`config.mk`:
```
export PLATFORM = sky130hd
export DESIGN_NAME = rename_unit
export DESIGN_NICKNAME = d
export VERILOG_FILES = /design/src/hw/rename_pkg.sv /design/src/hw/map_table_if.sv /design/src/hw/free_list_if.sv /design/src/hw/rename_unit.sv /design/src/hw/rename_ctrl.sv /design/src/hw/map_table.sv /design/src/hw/free_list.sv
export VERILOG_INCLUDE_DIRS = /design/src /design/src/include
export SDC_FILE = /design/constraint.sdc
export NUM_CORES = 1
export LEC_CHECK = 0
export ABC_AREA = 1
export ABC_CLOCK_PERIOD_IN_PS = 5700
export BUFFER_PORTS_ARGS = -buffer_cell sky130_fd_sc_hd__buf_2
export CAP_MARGIN = 20
export CORE_AREA = 4 4 95 88
export CTS_BUF_LIST = sky130_fd_sc_hd__clkbuf_8
export DETAILED_ROUTE_END_ITERATION = 10
export DIE_AREA = 0 0 99 92
export GPL_TIMING_DRIVEN = 0
export PLACE_DENSITY = 0.86
export SLEW_MARGIN = 40
export SYNTH_ARGS = -nofsm -noshare
export SYNTH_HDL_FRONTEND = slang
export SYNTH_SLANG_ARGS = --single-unit
```
`constraint.sdc`:
```
create_clock -name clk -period 5.7 [get_ports clk]
set_clock_uncertainty 0.2 [all_clocks]
set_input_delay 0.285 -clock clk [delete_from_list [all_inputs] [get_ports clk]]
set_output_delay 0.285 -clock clk [all_outputs]
set_load 0.05 [all_outputs]
```
`src/include/rename_defines.svh`:
```
// register counts and tag widths for the rename stage
// free list capacity follows from physical minus architectural count

`ifndef RENAME_DEFINES_SVH
`define RENAME_DEFINES_SVH

// architectural register file size
`define ARCH_REG_SZ 8

// physical register file size
`define PHYS_REG_SZ 16

// bits of a physical tag and of an architectural index
`define TAG_W 4
`define ARCH_W 3

// tags not mapped after reset live on the free list
`define FREE_SZ (`PHYS_REG_SZ - `ARCH_REG_SZ)

`endif
```
`src/hw/rename_pkg.sv`:
```
// shared types for the rename stage
// tag and register index types, opcode and control state enums

package rename_pkg;

    `include "rename_defines.svh"

    // physical register tag
    typedef logic [`TAG_W-1:0] tag_t;

    // architectural register index
    typedef logic [`ARCH_W-1:0] arch_reg_t;

    // request opcode
    typedef enum logic {
        OP_RENAME = 1'b0,
        OP_RETIRE = 1'b1
    } rename_op_e;

    // control states
    // exec is the single cycle where strobes fire
    typedef enum logic [1:0] {
        ST_IDLE = 2'd0,
        ST_EXEC = 2'd1,
        ST_ACK  = 2'd2
    } rename_state_e;

endpackage

```
`src/hw/map_table_if.sv`:
```
// map table bundle
// read indices and tags, destination write strobe and tag

`timescale 1ns/100ps

interface map_table_if;
    import rename_pkg::*;

    // indices driven by control
    arch_reg_t rd_idx;
    arch_reg_t rs1_idx;
    arch_reg_t rs2_idx;

    // write port, entry rd_idx
    logic      wr_en;
    tag_t      wr_tag;

    // combinational reads
    // mapping as of before this cycle's write
    tag_t      rs1_tag;
    tag_t      rs2_tag;
    tag_t      rd_tag;

    // control side
    modport initiator (
        output rd_idx, rs1_idx, rs2_idx, wr_en, wr_tag,
        input  rs1_tag, rs2_tag, rd_tag
    );

    // table side
    modport target (
        input  rd_idx, rs1_idx, rs2_idx, wr_en, wr_tag,
        output rs1_tag, rs2_tag, rd_tag
    );

endinterface

```
`src/hw/free_list_if.sv`:
```
// free list bundle
// push/pop strobes, tag in and out, stack status

`timescale 1ns/100ps

interface free_list_if;
    import rename_pkg::*;

    // strobes from control, never both high
    logic push;
    logic pop;
    // tag returned on a retire
    tag_t tag_in;
    // top of stack, valid while not empty
    tag_t tag_out;
    logic empty;
    logic full;

    // control side
    modport initiator (output push, pop, tag_in, input tag_out, empty, full);

    // stack side
    modport target (input push, pop, tag_in, output tag_out, empty, full);

endinterface

```
`src/hw/rename_unit.sv`:
```
// rename stage top level
// control plus free list and map table, joined by two interface bundles

`timescale 1ns/100ps

module rename_unit (
    input  logic                   clk,
    input  logic                   reset,
    input  logic                   req,
    input  rename_pkg::rename_op_e op,
    input  rename_pkg::arch_reg_t  rd,
    input  rename_pkg::arch_reg_t  rs1,
    input  rename_pkg::arch_reg_t  rs2,
    input  rename_pkg::tag_t       free_tag,
    output logic                   ack,
    output logic                   ok,
    output rename_pkg::tag_t       src1_tag,
    output rename_pkg::tag_t       src2_tag,
    output rename_pkg::tag_t       new_tag,
    output rename_pkg::tag_t       old_tag
);
    import rename_pkg::*;

    // internal bundles
    free_list_if fl_bus ();
    map_table_if mt_bus ();

    // handshake and sequencing
    rename_ctrl u_ctrl (
        .clk      (clk),
        .reset    (reset),
        .req      (req),
        .op       (op),
        .rd       (rd),
        .rs1      (rs1),
        .rs2      (rs2),
        .free_tag (free_tag),
        .ack      (ack),
        .ok       (ok),
        .src1_tag (src1_tag),
        .src2_tag (src2_tag),
        .new_tag  (new_tag),
        .old_tag  (old_tag),
        .fl       (fl_bus.initiator),
        .mt       (mt_bus.initiator)
    );

    // stack of free tags
    free_list u_free_list (
        .clk   (clk),
        .reset (reset),
        .fl    (fl_bus.target)
    );

    // arch to phys mapping
    map_table u_map_table (
        .clk   (clk),
        .reset (reset),
        .mt    (mt_bus.target)
    );

endmodule

```
`src/hw/rename_ctrl.sv`:
```
// rename control FSM
// four-phase req/ack toward the requester
// single-cycle pop, push and map write strobes toward the datapath
// result registers held through the ack phase

`timescale 1ns/100ps

module rename_ctrl (
    input  logic                   clk,
    input  logic                   reset,
    input  logic                   req,
    input  rename_pkg::rename_op_e op,
    input  rename_pkg::arch_reg_t  rd,
    input  rename_pkg::arch_reg_t  rs1,
    input  rename_pkg::arch_reg_t  rs2,
    input  rename_pkg::tag_t       free_tag,
    output logic                   ack,
    output logic                   ok,
    output rename_pkg::tag_t       src1_tag,
    output rename_pkg::tag_t       src2_tag,
    output rename_pkg::tag_t       new_tag,
    output rename_pkg::tag_t       old_tag,
    free_list_if.initiator         fl,
    map_table_if.initiator         mt
);
    import rename_pkg::*;

    rename_state_e state;
    logic          in_exec;
    logic          is_rename;
    logic          rename_go;
    logic          retire_go;
    logic          op_ok;

    // opcode decode
    assign is_rename = (op == OP_RENAME);
    assign in_exec   = (state == ST_EXEC);

    // refuse a rename on empty, a retire on full
    assign op_ok     = is_rename ? !fl.empty : !fl.full;
    assign rename_go = in_exec && is_rename && !fl.empty;
    assign retire_go = in_exec && !is_rename && !fl.full;

    // operands held stable by the requester while req is high
    assign mt.rd_idx  = rd;
    assign mt.rs1_idx = rs1;
    assign mt.rs2_idx = rs2;

    // rename pops the top tag into the map
    assign fl.pop    = rename_go;
    assign mt.wr_en  = rename_go;
    assign mt.wr_tag = fl.tag_out;

    // retire hands the tag back
    assign fl.push   = retire_go;
    assign fl.tag_in = free_tag;

    // handshake state
    always_ff @(posedge clk or posedge reset) begin
        if (reset) begin
            state <= ST_IDLE;
            ack   <= 1'b0;
            ok    <= 1'b0;
        end else begin
            case (state)
                ST_IDLE: begin
                    if (req) begin
                        state <= ST_EXEC;
                    end
                end
                ST_EXEC: begin
                    // operation lands on this edge
                    state <= ST_ACK;
                    ack   <= 1'b1;
                    ok    <= op_ok;
                end
                ST_ACK: begin
                    // wait for the requester to let go
                    if (!req) begin
                        state <= ST_IDLE;
                        ack   <= 1'b0;
                        ok    <= 1'b0;
                    end
                end
                default: begin
                    state <= ST_IDLE;
                end
            endcase
        end
    end

    // result capture, only in exec so values hold during ack
    always_ff @(posedge clk) begin
        // sources captured even for a refused rename
        if (in_exec && is_rename) begin
            src1_tag <= mt.rs1_tag;
            src2_tag <= mt.rs2_tag;
        end
        // new and old tags only when the pop happens
        if (rename_go) begin
            new_tag <= fl.tag_out;
            old_tag <= mt.rd_tag;
        end
    end

endmodule

```
`src/hw/map_table.sv`:
```
// architectural to physical register map
// two source read ports, destination read, one write port

`timescale 1ns/100ps

`include "rename_defines.svh"

module map_table (
    input logic         clk,
    input logic         reset,
    map_table_if.target mt
);
    import rename_pkg::*;

    // one tag per architectural register
    tag_t map_q [`ARCH_REG_SZ];

    // identity mapping at reset
    // written on the edge after wr_en
    always_ff @(posedge clk or posedge reset) begin
        if (reset) begin
            for (int i = 0; i < `ARCH_REG_SZ; i++) begin
                map_q[i] <= tag_t'(i);
            end
        end else if (mt.wr_en) begin
            map_q[mt.rd_idx] <= mt.wr_tag;
        end
    end

    // source lookups
    // an rs equal to rd sees the old tag in the write cycle
    assign mt.rs1_tag = map_q[mt.rs1_idx];
    assign mt.rs2_tag = map_q[mt.rs2_idx];

    // tag displaced by a rename of rd
    assign mt.rd_tag = map_q[mt.rd_idx];

endmodule

```
`src/hw/free_list.sv`:
```
// LIFO of free physical tags
// preloaded with the tags above the architectural range at reset

`timescale 1ns/100ps

`include "rename_defines.svh"

module free_list #(
    parameter int STACK_SIZE = `FREE_SZ
) (
    input logic         clk,
    input logic         reset,
    free_list_if.target fl
);
    import rename_pkg::*;

    // stack index width, top needs one more bit to count to full
    localparam int IDX_W = $clog2(STACK_SIZE);
    localparam int TOP_W = IDX_W + 1;
    localparam logic [IDX_W:0] TOP_FULL = TOP_W'(STACK_SIZE);

    tag_t           stack [STACK_SIZE];
    // number of valid entries
    logic [IDX_W:0] top;
    // slot of the current top entry
    logic [IDX_W:0] top_m1;

    assign top_m1 = top - 1'b1;

    // stack and pointer
    always_ff @(posedge clk or posedge reset) begin
        if (reset) begin
            // entry i holds tag ARCH_REG_SZ+i, so the highest tag pops first
            for (int i = 0; i < STACK_SIZE; i++) begin
                stack[i] <= tag_t'(`ARCH_REG_SZ + i);
            end
            top <= TOP_FULL;
        end else if (fl.push && !fl.full) begin
            // write above the current top
            stack[top[IDX_W-1:0]] <= fl.tag_in;
            top <= top + 1'b1;
        end else if (fl.pop && !fl.empty) begin
            // entry stays in place, just drops out of range
            top <= top_m1;
        end
    end

    // status from the pointer
    assign fl.empty = (top == '0);
    assign fl.full  = (top == TOP_FULL);

    // entry just below top
    // meaningless when empty, control checks empty first
    assign fl.tag_out = stack[top_m1[IDX_W-1:0]];

endmodule

```
==> flow_results.xml, run 1 <==
<?xml version="1.0" encoding="UTF-8"?>
<metrics>
  <group name="status">
    <metric name="status" unit="">complete, no violations</metric>
  </group>
  <group name="setup_path">
    <metric name="critical_path_max_stage_delay" unit="ps">520</metric>
    <metric name="cp.required" unit="ps">5620</metric>
    <metric name="worst_setup_path_startpoint" unit="">u_free_list.top[0]</metric>
    <metric name="critPathLaunchType" unit="">flop</metric>
    <metric name="worst-endpoint-arrival" unit="ps">2760</metric>
    <metric name="crit_fanout" unit="">10</metric>
    <metric name="timing.setup.critical_path_class" unit="">reg2reg</metric>
    <metric name="slowest_stage" unit="">sky130_fd_sc_hd__dfrtp_1</metric>
    <metric name="worst_r2r_startpoint" unit="">u_free_list.top[0]</metric>
    <metric name="worstRegToRegCells" unit="">8</metric>
    <metric name="end_kind" unit="">flop</metric>
    <metric name="crit_path_cell_trace" unit="">inv_1, buf_2, ha_1, buf_2, clkinv_1, nand3_1, nand3_2, and2_1</metric>
    <metric name="cp_common_cell" unit="">sky130_fd_sc_hd__buf_2</metric>
  </group>
  <group name="grt">
    <metric name="first_global_vias" unit="">4161</metric>
    <metric name="grt_antenna_before_repair" unit="">0</metric>
    <metric name="remaining_global_route_overflow" unit="">0</metric>
    <metric name="global_route_wire_length_before_repair" unit="um">21050</metric>
    <metric name="globalRouteTotalUtil" unit="%">29.51</metric>
    <metric name="grt_max_degree" unit="">39</metric>
  </group>
  <group name="floorplanning">
    <metric name="num_rows" unit="">30</metric>
    <metric name="initial_utilization" unit="%">65.26</metric>
    <metric name="io_pins" unit="">35</metric>
    <metric name="die-width" unit="um">99</metric>
    <metric name="die_area" unit="sq um">9108</metric>
    <metric name="floorplan_core_area" unit="sq um">7395</metric>
    <metric name="die_height" unit="um">92</metric>
  </group>
  <group name="timing">
    <metric name="setup-violations-final" unit="">0</metric>
    <metric name="finalCritPeriodShare" unit="%">49.82</metric>
    <metric name="layout_min_cycle_time" unit="ps">2840</metric>
    <metric name="timing.hold.ws" unit="ps">51.41</metric>
    <metric name="rsz0062_at_grt" unit="">false</metric>
    <metric name="finalSetupTns" unit="ps">0</metric>
    <metric name="worst_pin_slew" unit="ps">512.6</metric>
    <metric name="timing_max_transition_violations_final" unit="">0</metric>
    <metric name="final-hold-violation-count" unit="">0</metric>
    <metric name="worst_setup_slack_final" unit="ps">2860</metric>
    <metric name="timing.fmax" unit="GHz">0.3522</metric>
    <metric name="slew_headroom" unit="%">65.79</metric>
  </group>
  <group name="power_and_ir_drop">
    <metric name="pwr-share-comb" unit="%">44.0</metric>
    <metric name="pwr-share-clk" unit="%">14.7</metric>
    <metric name="cellInternalPower" unit="mW">1.501</metric>
    <metric name="power_per_cell_area" unit="nW/um^2">518.0</metric>
    <metric name="p_leak" unit="nW">2.527</metric>
    <metric name="p_switching" unit="mW">1.267</metric>
    <metric name="power.share.sequential" unit="%">41.3</metric>
    <metric name="ir_worst_vdd" unit="V">0.0004380</metric>
    <metric name="switching_fraction" unit="%">45.77</metric>
    <metric name="total_power" unit="mW">2.768</metric>
  </group>
  <group name="clock_network">
    <metric name="clk_pin_slew" unit="ps">100</metric>
    <metric name="tritoncts" unit="">done</metric>
    <metric name="clkLatencyLatePin" unit="ps">360</metric>
    <metric name="ctsHtreeMaxLevel" unit="">3</metric>
    <metric name="ctsLongestPathBuffers" unit="">2</metric>
    <metric name="post_cts_resize_count" unit="">0</metric>
    <metric name="cts_sinks" unit="">88</metric>
    <metric name="cts.root.buffer_cell" unit="">sky130_fd_sc_hd__clkbuf_8</metric>
    <metric name="cts_buffers" unit="">9</metric>
  </group>
  <group name="run">
    <metric name="maxCapViolations" unit="">0</metric>
  </group>
  <group name="synth">
    <metric name="main_combinational_cell_family_by_area_after_synthesis" unit="">simple AND/OR/NAND/NOR gates</metric>
    <metric name="share_of_the_synthesized_area_in_compound_gates_ao_oa_aoi_oai" unit="%">12.65</metric>
    <metric name="post_synth_xor_area_fraction" unit="%">1.037</metric>
    <metric name="synth-edff-count" unit="">16</metric>
    <metric name="synthesis.area" unit="sq um">4826</metric>
    <metric name="ys_types" unit="">34</metric>
    <metric name="synth_seq_area_share" unit="%">48.15</metric>
    <metric name="avgSynthCellArea" unit="sq um">7.822</metric>
    <metric name="synthArstFlopShare" unit="%">81.82</metric>
    <metric name="yosys_warnings" unit="">0</metric>
    <metric name="ys_seq_elements" unit="">88</metric>
    <metric name="synth.net_count" unit="">636</metric>
    <metric name="post_synth_and_or_nand_nor_area_fraction" unit="%">30.80</metric>
    <metric name="synth-main-ff-cell" unit="">sky130_fd_sc_hd__dfrtp_1</metric>
    <metric name="adder_and_majority_cell_fraction_of_the_synthesized_area" unit="%">0.5185</metric>
    <metric name="muxShareOfSynthArea" unit="%">0</metric>
    <metric name="synthesized_netlist_cell_count" unit="">617</metric>
  </group>
  <group name="placement">
    <metric name="numPortBuffers" unit="">34</metric>
    <metric name="placedInstanceArea" unit="sq um">5139</metric>
    <metric name="dp.final_hpwl" unit="um">9462</metric>
    <metric name="placed_cells_incl_taps" unit="">748</metric>
    <metric name="post-place-ws" unit="ps">2944</metric>
    <metric name="place.gp.congestion" unit="">0.9519</metric>
  </group>
  <group name="cells_and_area">
    <metric name="finalNonFillerCells" unit="">766</metric>
    <metric name="antennaDiodeCount" unit="">0</metric>
    <metric name="core_utilization_of_the_finished_layout" unit="%">72.25</metric>
    <metric name="drive_gt1_share" unit="%">18.21</metric>
    <metric name="layout_common_cells" unit="">198 x sky130_fd_sc_hd__nand2_1, 75 x sky130_fd_sc_hd__o21ai_0, 59 x sky130_fd_sc_hd__inv_1</metric>
    <metric name="final_cell_area" unit="sq um">5343</metric>
    <metric name="design.final.nets" unit="">684</metric>
    <metric name="fillerInstances" unit="">578</metric>
    <metric name="most_common_cell_after_layout_fill_and_taps_aside" unit="">sky130_fd_sc_hd__nand2_1</metric>
    <metric name="areaGrowthSynthToFinish" unit="%">10.71</metric>
  </group>
  <group name="route">
    <metric name="post_drt_via_cell_ratio" unit="">5.744</metric>
    <metric name="postRouteAntennaNets" unit="">0</metric>
    <metric name="vias" unit="">4400</metric>
    <metric name="detail_route.iter0.violations" unit="">483</metric>
    <metric name="remaining_drcs" unit="">0</metric>
    <metric name="totalWireLength" unit="um">12690</metric>
    <metric name="routed_wirelength_normalized_by_instance_count" unit="um">16.56</metric>
    <metric name="dr.pass1.iters" unit="">5</metric>
  </group>
  <group name="min_path">
    <metric name="timing.hold.worst.start" unit="">rs2[2]</metric>
    <metric name="hold_path.class" unit="">in2reg</metric>
    <metric name="hold_path_depth" unit="">3</metric>
  </group>
</metrics>
-- cell usage after synthesis, types with 5 or more instances --
cell	number	share of area, %
sky130_fd_sc_hd__dfrtp_1	39	20
sky130_fd_sc_hd__buf_2	6	0.62
sky130_fd_sc_hd__nand3_1	54	5.6
sky130_fd_sc_hd__dfstp_2	33	18
sky130_fd_sc_hd__o21ai_1	13	1.3
sky130_fd_sc_hd__nor2_1	38	3.0
sky130_fd_sc_hd__a21oi_1	16	1.7
sky130_fd_sc_hd__nand4_1	5	0.65
sky130_fd_sc_hd__nand2_1	198	15
sky130_fd_sc_hd__nand3_2	9	1.9
sky130_fd_sc_hd__o211ai_1	11	1.7
sky130_fd_sc_hd__edfxtp_1	16	10
sky130_fd_sc_hd__inv_1	59	4.6
sky130_fd_sc_hd__clkbuf_1	8	0.62
sky130_fd_sc_hd__o21ai_0	75	7.8
-- routing by layer --
metal | track usage, % | wire (um) | vias to the layer above
met3 | 7.833 | 1330 | 21
met1 | 42.97 | 5515 | 2032
met2 | 42.95 | 5646 | 238
li1 | - | - | 2109
met4 | 9.556 | 193 | 0
met5 | 0 | 0 | -
-- flip-flops by register name, indices dropped and copies added, names as in the netlist, 2 cells and up --
| signal | count |
|---|---|
| u_ctrl.src2_tag | 4 |
| u_map_table.map_q | 32 |
| u_free_list.top | 4 |
| u_ctrl.new_tag | 4 |
| u_ctrl.old_tag | 4 |
| u_free_list.stack | 32 |
| u_ctrl.src1_tag | 4 |
| u_ctrl.state | 2 |
-- cells by family after synthesis --
family / Yosys count
AO/OA/AOI/OAI: 116
XOR/XNOR: 4
adder cells (fa/ha/maj): 2
buffers and inverters: 80
flip-flops: 88
AND/OR/NAND/NOR: 327
-- layout make-up --
cell class | instances | area (sq um) | area share, %
Tap cell | 96 | 120.1 | 2.248
Inverter | 62 | 235.2 | 4.403
Sequential cell | 88 | 2323 | 43.49
Clock inverter | 5 | 32.53 | 0.6089
Clock buffer | 11 | 151.4 | 2.834
Buffer | 18 | 97.59 | 1.827
Timing Repair Buffer | 37 | 210.2 | 3.934
Multi-Input combinational cell | 449 | 2172 | 40.66
-- power by group through the flow --
| stage | combinational (mW) | sequential [mW] | clock [mW] |
|---|---|---|---|
| final | 1.22 | 1.14 | 0.407 |
| after global routing | 1.35 | 1.17 | 0.444 |
| after CTS | 1.20 | 1.14 | 0.410 |
| after detailed placement | 1.19 | 1.15 | 0 |
| after global placement | 1.15 | 1.13 | 0 |
| after floorplan | 0.808 | 1.17 | 0 |
-- path summary, 6_finish.rpt --
path / slack [ps] / endpoint
setup / recovery: 2860 / u_ctrl.new_tag[3]
hold / removal: 50 / u_ctrl.src2_tag[0]
setup reg to reg: 2860 / u_ctrl.new_tag[3]
hold reg to reg: 270 / u_ctrl.state[0]
max in group asynchronous: 4380 / u_map_table.map_q[8]
min in group asynchronous: 310 / u_map_table.map_q[19]
-- critical path: cells and delay by family (launching register included) --
kind,cells,cell delay (ps)
and+or+nand+nor,3,680
adders and majority gates,1,300
DFF,1,520
buffers and inverters,4,870
-- repair_timing --
item | CTS | global route
buffers inserted | 0 | 0
hold buffers | 2 | 0
hold endpoints to repair | 22 | 0
Note: power is estimated with default switching activity, not from simulation.
==> run 2: changes to the inputs <==
- ABC_AREA: 1 -> 0
- ABC_CLOCK_PERIOD_IN_PS: 5700 -> 2400
- CORE_AREA: 4 4 95 88 -> 4 4 99 92
- DIE_AREA: 0 0 99 92 -> 0 0 103 96
- PLACE_DENSITY: 0.86 -> 0.77
- clock period: 5.7 -> 2.4 ns (I/O delays scaled with it)
==> flow_results.xml, run 2 <==
<?xml version="1.0" encoding="UTF-8"?>
<metrics>
  <group name="status">
    <metric name="status" unit="">finished, violations left</metric>
    <metric name="failed_checks" unit="">negative setup slack</metric>
  </group>
  <group name="timing">
    <metric name="rsz0062_at_grt" unit="">true</metric>
    <metric name="finalCritPeriodShare" unit="%">103.2</metric>
    <metric name="worst_pin_slew" unit="ps">741.1</metric>
    <metric name="setup-violations-final" unit="">32</metric>
    <metric name="timing_max_transition_violations_final" unit="">0</metric>
    <metric name="timing.fmax" unit="GHz">0.4037</metric>
    <metric name="slew_headroom" unit="%">50.21</metric>
    <metric name="finalSetupTns" unit="ps">-1580</metric>
    <metric name="worst_setup_slack_final" unit="ps">-76.93</metric>
    <metric name="layout_min_cycle_time" unit="ps">2477</metric>
    <metric name="timing.hold.ws" unit="ps">22.27</metric>
    <metric name="final-hold-violation-count" unit="">0</metric>
  </group>
  <group name="synth">
    <metric name="synth.net_count" unit="">290</metric>
    <metric name="yosysMostFrequentCell" unit="">sky130_fd_sc_hd__mux2_2</metric>
    <metric name="synthesized_netlist_cell_count" unit="">271</metric>
    <metric name="yosys_warnings" unit="">0</metric>
    <metric name="synthArstFlopShare" unit="%">81.82</metric>
    <metric name="yosysTopAreaCellShare" unit="%">22.09</metric>
    <metric name="synth.top_cells.by_count" unit="">76 x sky130_fd_sc_hd__mux2_2, 39 x sky130_fd_sc_hd__dfrtp_1, 33 x sky130_fd_sc_hd__dfstp_2</metric>
    <metric name="ys_seq_elements" unit="">88</metric>
    <metric name="post-synth-top-area-cell" unit="">sky130_fd_sc_hd__dfrtp_1</metric>
    <metric name="avgSynthCellArea" unit="sq um">16.30</metric>
    <metric name="synth-main-ff-cell" unit="">sky130_fd_sc_hd__dfrtp_1</metric>
    <metric name="post_synth_main_area_contributors" unit="">sky130_fd_sc_hd__dfrtp_1 22%, sky130_fd_sc_hd__dfstp_2 20%, sky130_fd_sc_hd__mux2_2 19%</metric>
    <metric name="synth_seq_area_share" unit="%">52.59</metric>
    <metric name="synth-edff-count" unit="">16</metric>
    <metric name="ys_types" unit="">38</metric>
    <metric name="synthesis.area" unit="sq um">4418</metric>
  </group>
  <group name="power_and_ir_drop">
    <metric name="power_per_cell_area" unit="nW/um^2">1331</metric>
    <metric name="ir_worst_vdd" unit="V">0.0006878</metric>
    <metric name="p_leak" unit="nW">2.188</metric>
  </group>
  <group name="setup_path">
    <metric name="cp.required" unit="ps">2450</metric>
    <metric name="worst-endpoint-arrival" unit="ps">2520</metric>
    <metric name="crit_fanout" unit="">8</metric>
    <metric name="timing.setup.critical_path_class" unit="">reg2reg</metric>
    <metric name="end_kind" unit="">flop</metric>
    <metric name="critPathLaunchType" unit="">flop</metric>
  </group>
  <group name="route">
    <metric name="remaining_drcs" unit="">0</metric>
    <metric name="detail_route.iter0.violations" unit="">86</metric>
    <metric name="postRouteAntennaNets" unit="">0</metric>
    <metric name="vias" unit="">2663</metric>
    <metric name="routed_wirelength_normalized_by_instance_count" unit="um">21.09</metric>
    <metric name="totalWireLength" unit="um">9217</metric>
    <metric name="dr.pass1.iters" unit="">4</metric>
    <metric name="post_drt_via_cell_ratio" unit="">6.094</metric>
  </group>
  <group name="floorplanning">
    <metric name="die_area" unit="sq um">9888</metric>
    <metric name="die-width" unit="um">103</metric>
    <metric name="initial_utilization" unit="%">55.29</metric>
    <metric name="die_height" unit="um">96</metric>
    <metric name="io_pins" unit="">35</metric>
    <metric name="num_rows" unit="">31</metric>
    <metric name="floorplan_core_area" unit="sq um">7990</metric>
  </group>
  <group name="clock_network">
    <metric name="clk_pin_slew" unit="ps">90</metric>
    <metric name="tritoncts" unit="">done</metric>
    <metric name="ctsHtreeMaxLevel" unit="">3</metric>
    <metric name="clkLatencyLatePin" unit="ps">360</metric>
    <metric name="cts_buffers" unit="">9</metric>
    <metric name="cts_sinks" unit="">88</metric>
    <metric name="ctsLongestPathBuffers" unit="">2</metric>
    <metric name="cts.root.buffer_cell" unit="">sky130_fd_sc_hd__clkbuf_8</metric>
  </group>
  <group name="grt">
    <metric name="grt_antenna_before_repair" unit="">0</metric>
    <metric name="remaining_global_route_overflow" unit="">0</metric>
    <metric name="globalRouteTotalUtil" unit="%">20.32</metric>
    <metric name="first_global_vias" unit="">2784</metric>
    <metric name="global_route_wire_length_before_repair" unit="um">14970</metric>
    <metric name="grt_max_degree" unit="">46</metric>
  </group>
  <group name="placement">
    <metric name="placed_cells_incl_taps" unit="">400</metric>
    <metric name="post-place-ws" unit="ps">-656.3</metric>
    <metric name="placedInstanceArea" unit="sq um">4741</metric>
    <metric name="dp.final_hpwl" unit="um">6136</metric>
    <metric name="place.gp.congestion" unit="">0.7738</metric>
    <metric name="numPortBuffers" unit="">29</metric>
  </group>
  <group name="cells_and_area">
    <metric name="fillerInstances" unit="">566</metric>
    <metric name="final_cell_area" unit="sq um">5283</metric>
    <metric name="design.final.nets" unit="">352</metric>
    <metric name="layout_common_cells" unit="">65 x sky130_fd_sc_hd__mux2_2, 37 x sky130_fd_sc_hd__dfrtp_1, 33 x sky130_fd_sc_hd__dfstp_2</metric>
    <metric name="antennaDiodeCount" unit="">0</metric>
    <metric name="largest_registers" unit="">u_free_list.stack (32), u_map_table.map_q (32)</metric>
    <metric name="finalNonFillerCells" unit="">437</metric>
    <metric name="drive_gt1_share" unit="%">66.86</metric>
    <metric name="most_common_cell_after_layout_fill_and_taps_aside" unit="">sky130_fd_sc_hd__mux2_2</metric>
    <metric name="areaGrowthSynthToFinish" unit="%">19.57</metric>
  </group>
  <group name="min_path">
    <metric name="hold_path.class" unit="">in2reg</metric>
  </group>
  <group name="run">
    <metric name="maxCapViolations" unit="">0</metric>
  </group>
</metrics>
==> run 2: what timing repair did <==
item,in CTS,in global routing
resized for setup,18,7
pin swaps,2,1
hold buffers,9,0
setup endpoints to repair,49,35
gates cloned,2,1
buffers inserted,8,2
hold endpoints to repair,99,0
==> run 2: worst max-delay path, stage by stage, from the launching register on <==
cell and delay (ps):
sky130_fd_sc_hd__dfrtp_2 450, sky130_fd_sc_hd__inv_4 70, sky130_fd_sc_hd__ha_4 160, sky130_fd_sc_hd__xor2_4 170, sky130_fd_sc_hd__buf_12 160, sky130_fd_sc_hd__mux4_2 550, sky130_fd_sc_hd__mux2_4 330, sky130_fd_sc_hd__mux2_4 280
==> run 2: final timing paths <==
path                                       startpoint                    end  slack (ps)  depth (start not counted)
max in group asynchronous                       reset  u_map_table.map_q[16]        1370                          4
worst max-delay path               u_free_list.top[1]  u_map_table.map_q[26]         -80                          7
worst min register to register  u_free_list.stack[25]  u_free_list.stack[25]         310                          1
worst max register to register     u_free_list.top[1]  u_map_table.map_q[26]         -80                          7
min in group asynchronous                       reset  u_free_list.stack[28]          60                          3
worst min-delay path                            rd[1]  u_map_table.map_q[29]          20                          3
==> run 2: power by group <==
| part | leakage (nW) | total [mW] | internal [mW] | switching, mW |
|---|---|---|---|---|
| logic | 1.07 | 3.03 | 1.65 | 1.38 |
| clock network | 0.113 | 1.16 | 0.618 | 0.539 |
| registers | 1.01 | 2.84 | 2.36 | 0.479 |
| total | 2.19 | 7.03 | 4.63 | 2.40 |
==> run 2: final cells by class <==
type,count,area (sq um),area share (%)
Buffer,12,50.05,0.9474
Clock buffer,10,137.6,2.605
Clock inverter,6,90.09,1.705
Inverter,6,38.79,0.7342
Multi-Input combinational cell,167,2173,41.14
Sequential cell,88,2326,44.03
Tap cell,99,123.9,2.345
Timing Repair Buffer,49,342.8,6.490
==> run 2: per-stage QoR <==
step                utilization (%)  power [mW]
floorplan                         -       4.774
CTS                           65.50       6.917
detailed placement            59.33       5.383
global route                  66.11       7.402
global placement              58.86       5.252
finish                        66.11       7.034
==> run 2: cells by family (layout without fill, tap and decap cells) <==
logic type	Yosys count	after routing	share of synthesized area, %
buffers and inverters	19	83	1.699
DFF	88	88	52.59
adders and majority gates	2	2	0.5663
xor gates and xnor gates	3	3	1.020
and+or+nand+nor	36	36	5.466
muxes	112	115	37.04
AOI/OAI and AO/OA	11	11	1.614
==> run 2: layer usage <==
metal  global-route usage [%]  vias to the layer above  share of wire (%)
li1                         -                     1193                  -
met1                    26.34                     1386                 43
met2                    34.51                       71                 51
met3                    4.855                       13                4.2
met4                    5.286                        0                1.2
met5                        0                        -                  0
==> run 3: changes to the inputs <==
- BUFFER_PORTS_ARGS: -buffer_cell sky130_fd_sc_hd__buf_2 -> -buffer_cell sky130_fd_sc_hd__buf_4
- GPL_TIMING_DRIVEN: 0 -> default
==> flow_results.xml, run 3 (synthesis results as in run 2) <==
<?xml version="1.0" encoding="UTF-8"?>
<metrics>
  <group name="clock_network">
    <metric name="ctsLongestPathBuffers" unit="">2</metric>
    <metric name="clkLatencyLatePin" unit="ps">350</metric>
    <metric name="cts.root.buffer_cell" unit="">sky130_fd_sc_hd__clkbuf_8</metric>
    <metric name="cts_sinks" unit="">88</metric>
    <metric name="ctsHtreeMaxLevel" unit="">3</metric>
    <metric name="clk_pin_slew" unit="ps">90</metric>
    <metric name="cts_buffers" unit="">9</metric>
    <metric name="tritoncts" unit="">done</metric>
  </group>
  <group name="power_and_ir_drop">
    <metric name="switching_fraction" unit="%">34.35</metric>
    <metric name="power_per_cell_area" unit="nW/um^2">1286</metric>
    <metric name="p_leak" unit="nW">2.238</metric>
    <metric name="power.share.sequential" unit="%">41.9</metric>
    <metric name="ir_worst_vdd" unit="V">0.0006396</metric>
    <metric name="pwr-share-clk" unit="%">13.8</metric>
    <metric name="total_power" unit="mW">6.822</metric>
    <metric name="pwr-share-comb" unit="%">44.4</metric>
    <metric name="cellInternalPower" unit="mW">4.479</metric>
    <metric name="p_switching" unit="mW">2.343</metric>
  </group>
  <group name="route">
    <metric name="routed.top_layer" unit="">met4</metric>
    <metric name="totalWireLength" unit="um">8865</metric>
    <metric name="wl_met3" unit="um">486</metric>
    <metric name="detailed_routing_wirelength_on_met1" unit="um">3828</metric>
    <metric name="routed_wirelength_normalized_by_instance_count" unit="um">20.19</metric>
    <metric name="detail_route.iter0.violations" unit="">96</metric>
    <metric name="post_drt_via_cell_ratio" unit="">6.109</metric>
    <metric name="dr.pass1.iters" unit="">4</metric>
    <metric name="vias" unit="">2682</metric>
    <metric name="remaining_drcs" unit="">0</metric>
    <metric name="postRouteAntennaNets" unit="">0</metric>
    <metric name="dr_wl_met2" unit="um">4455</metric>
  </group>
  <group name="floorplanning">
    <metric name="num_rows" unit="">31</metric>
    <metric name="floorplan_core_area" unit="sq um">7990</metric>
    <metric name="die-width" unit="um">103</metric>
    <metric name="initial_utilization" unit="%">55.29</metric>
    <metric name="die_area" unit="sq um">9888</metric>
    <metric name="die_height" unit="um">96</metric>
    <metric name="io_pins" unit="">35</metric>
  </group>
  <group name="run">
    <metric name="maxCapViolations" unit="">0</metric>
  </group>
  <group name="grt">
    <metric name="global_route_wire_length_before_repair" unit="um">14570</metric>
    <metric name="grt_max_degree" unit="">73</metric>
    <metric name="first_global_vias" unit="">2670</metric>
    <metric name="globalRouteTotalUtil" unit="%">19.66</metric>
    <metric name="remaining_global_route_overflow" unit="">0</metric>
    <metric name="grt_antenna_before_repair" unit="">0</metric>
  </group>
  <group name="cells_and_area">
    <metric name="antennaDiodeCount" unit="">0</metric>
    <metric name="most_common_cell_after_layout_fill_and_taps_aside" unit="">sky130_fd_sc_hd__mux2_2</metric>
    <metric name="drive_gt1_share" unit="%">67.65</metric>
    <metric name="fillerInstances" unit="">554</metric>
    <metric name="areaGrowthSynthToFinish" unit="%">20.05</metric>
    <metric name="seqCellArea" unit="sq um">2325</metric>
    <metric name="layout_common_cells" unit="">61 x sky130_fd_sc_hd__mux2_2, 52 x sky130_fd_sc_hd__buf_4, 38 x sky130_fd_sc_hd__dfrtp_1</metric>
    <metric name="multi_input_logic_area" unit="sq um">2133</metric>
    <metric name="design.final.nets" unit="">354</metric>
    <metric name="largest_registers" unit="">u_free_list.stack (32), u_map_table.map_q (32)</metric>
    <metric name="finalNonFillerCells" unit="">439</metric>
  </group>
  <group name="timing">
    <metric name="timing_max_transition_violations_final" unit="">0</metric>
    <metric name="final-hold-violation-count" unit="">0</metric>
    <metric name="finalSetupTns" unit="ps">-289.5</metric>
    <metric name="finalCritPeriodShare" unit="%">101.2</metric>
    <metric name="layout_min_cycle_time" unit="ps">2428</metric>
    <metric name="setup-violations-final" unit="">17</metric>
    <metric name="rsz0062_at_grt" unit="">true</metric>
    <metric name="slew_headroom" unit="%">50.48</metric>
    <metric name="timing.fmax" unit="GHz">0.4119</metric>
    <metric name="worst_setup_slack_final" unit="ps">-27.72</metric>
    <metric name="worst_pin_slew" unit="ps">737.2</metric>
  </group>
  <group name="placement">
    <metric name="placed_cells_incl_taps" unit="">409</metric>
    <metric name="place.gp.congestion" unit="">0.8464</metric>
    <metric name="post-place-ws" unit="ps">-7.425</metric>
    <metric name="dp.final_hpwl" unit="um">6110</metric>
    <metric name="numPortBuffers" unit="">34</metric>
  </group>
  <group name="status">
    <metric name="failed_checks" unit="">negative setup slack</metric>
    <metric name="status" unit="">finished, violations left</metric>
  </group>
  <group name="setup_path">
    <metric name="worst-path-buf-inv" unit="">2</metric>
    <metric name="crit_path_cell_trace" unit="">inv_2, ha_4, xor2_4, buf_12, mux4_2, mux2_4, mux2_4</metric>
    <metric name="critPathLaunchType" unit="">flop</metric>
    <metric name="critical_path_max_stage_delay" unit="ps">550</metric>
    <metric name="crit_fanout" unit="">8</metric>
    <metric name="cp.required" unit="ps">2440</metric>
    <metric name="slowest_stage" unit="">sky130_fd_sc_hd__mux4_2</metric>
    <metric name="timing.setup.critical_path_class" unit="">reg2reg</metric>
    <metric name="cp_common_cell" unit="">sky130_fd_sc_hd__mux2_4</metric>
    <metric name="kind_of_cell_with_the_highest_combined_delay_on_the_critical_path" unit="">multiplexers</metric>
    <metric name="worst-endpoint-arrival" unit="ps">2470</metric>
    <metric name="end_kind" unit="">flop</metric>
  </group>
  <group name="min_path">
    <metric name="hold_path.class" unit="">in2reg</metric>
  </group>
</metrics>
-- run 3: through the flow --
step | cell area (sq um) | hold WS, ps | utilization, %
finish | 5304 | 36.25 | 66.38
global placement | 4921 | 31.40 | 61.59
detailed placement | 4921 | 36.70 | 61.59
global route | 5304 | 4.851 | 66.38
CTS | 5244 | 15.78 | 65.63
floorplan | 4434 | 45.09 | -
-- run 3: power groups by stage --
stage          Clock (mW)  Combinational [mW]  Sequential, mW
6_report            0.939                3.03            2.86
3_3_place_gp            0                2.66            2.81
4_1_cts             0.978                2.88            2.83
2_1_floorplan           0                1.85            2.93
5_1_grt              1.04                3.26            2.93
3_5_place_dp            0                2.73            2.86
-- run 3: what timing repair did --
item                                    4_1_cts  5_1_grt
resized for setup                            10        8
hold buffers                                  9        0
endpoints found under the setup margin       17       28
setup buffers                                 1        1
hold endpoints to repair                    117        0
cloned                                        1        2
-- run 3: final timing paths --
check	startpoint	end	slack, ps	cells past startpoint
max	u_free_list.top[1]	u_map_table.map_q[12]	-30	7
min	rd[1]	u_ctrl.old_tag[1]	40	2
max reg2reg	u_free_list.top[1]	u_map_table.map_q[12]	-30	7
min reg2reg	u_free_list.stack[4]	u_free_list.stack[4]	310	1
max in group asynchronous	reset	u_free_list.top[3]	1470	4
min in group asynchronous	reset	u_free_list.stack[28]	200	4
-- run 3: area by class of cell --
type	instances	share of cell area [%]
clock buffers	9	2.335
multi-input cells	167	40.22
flip-flops and latches	88	43.83
clock inverters	7	0.9908
well taps	99	2.335
inverters	6	0.4718
repair buffers	63	9.814
-- run 3: worst reg2reg max path: stages, from the launching register on --
cell and delay (ps):
sky130_fd_sc_hd__dfrtp_1 410, sky130_fd_sc_hd__inv_2 90, sky130_fd_sc_hd__ha_4 160, sky130_fd_sc_hd__xor2_4 180
sky130_fd_sc_hd__buf_12 160, sky130_fd_sc_hd__mux4_2 550, sky130_fd_sc_hd__mux2_4 310, sky130_fd_sc_hd__mux2_4 260
-- run 3: metal layers --
metal | up-vias | track usage (%)
met1 | 1396 | 26.35
met5 | - | 0
met4 | 0 | 5.717
met2 | 84 | 32.37
met3 | 10 | 4.420
li1 | 1192 | -
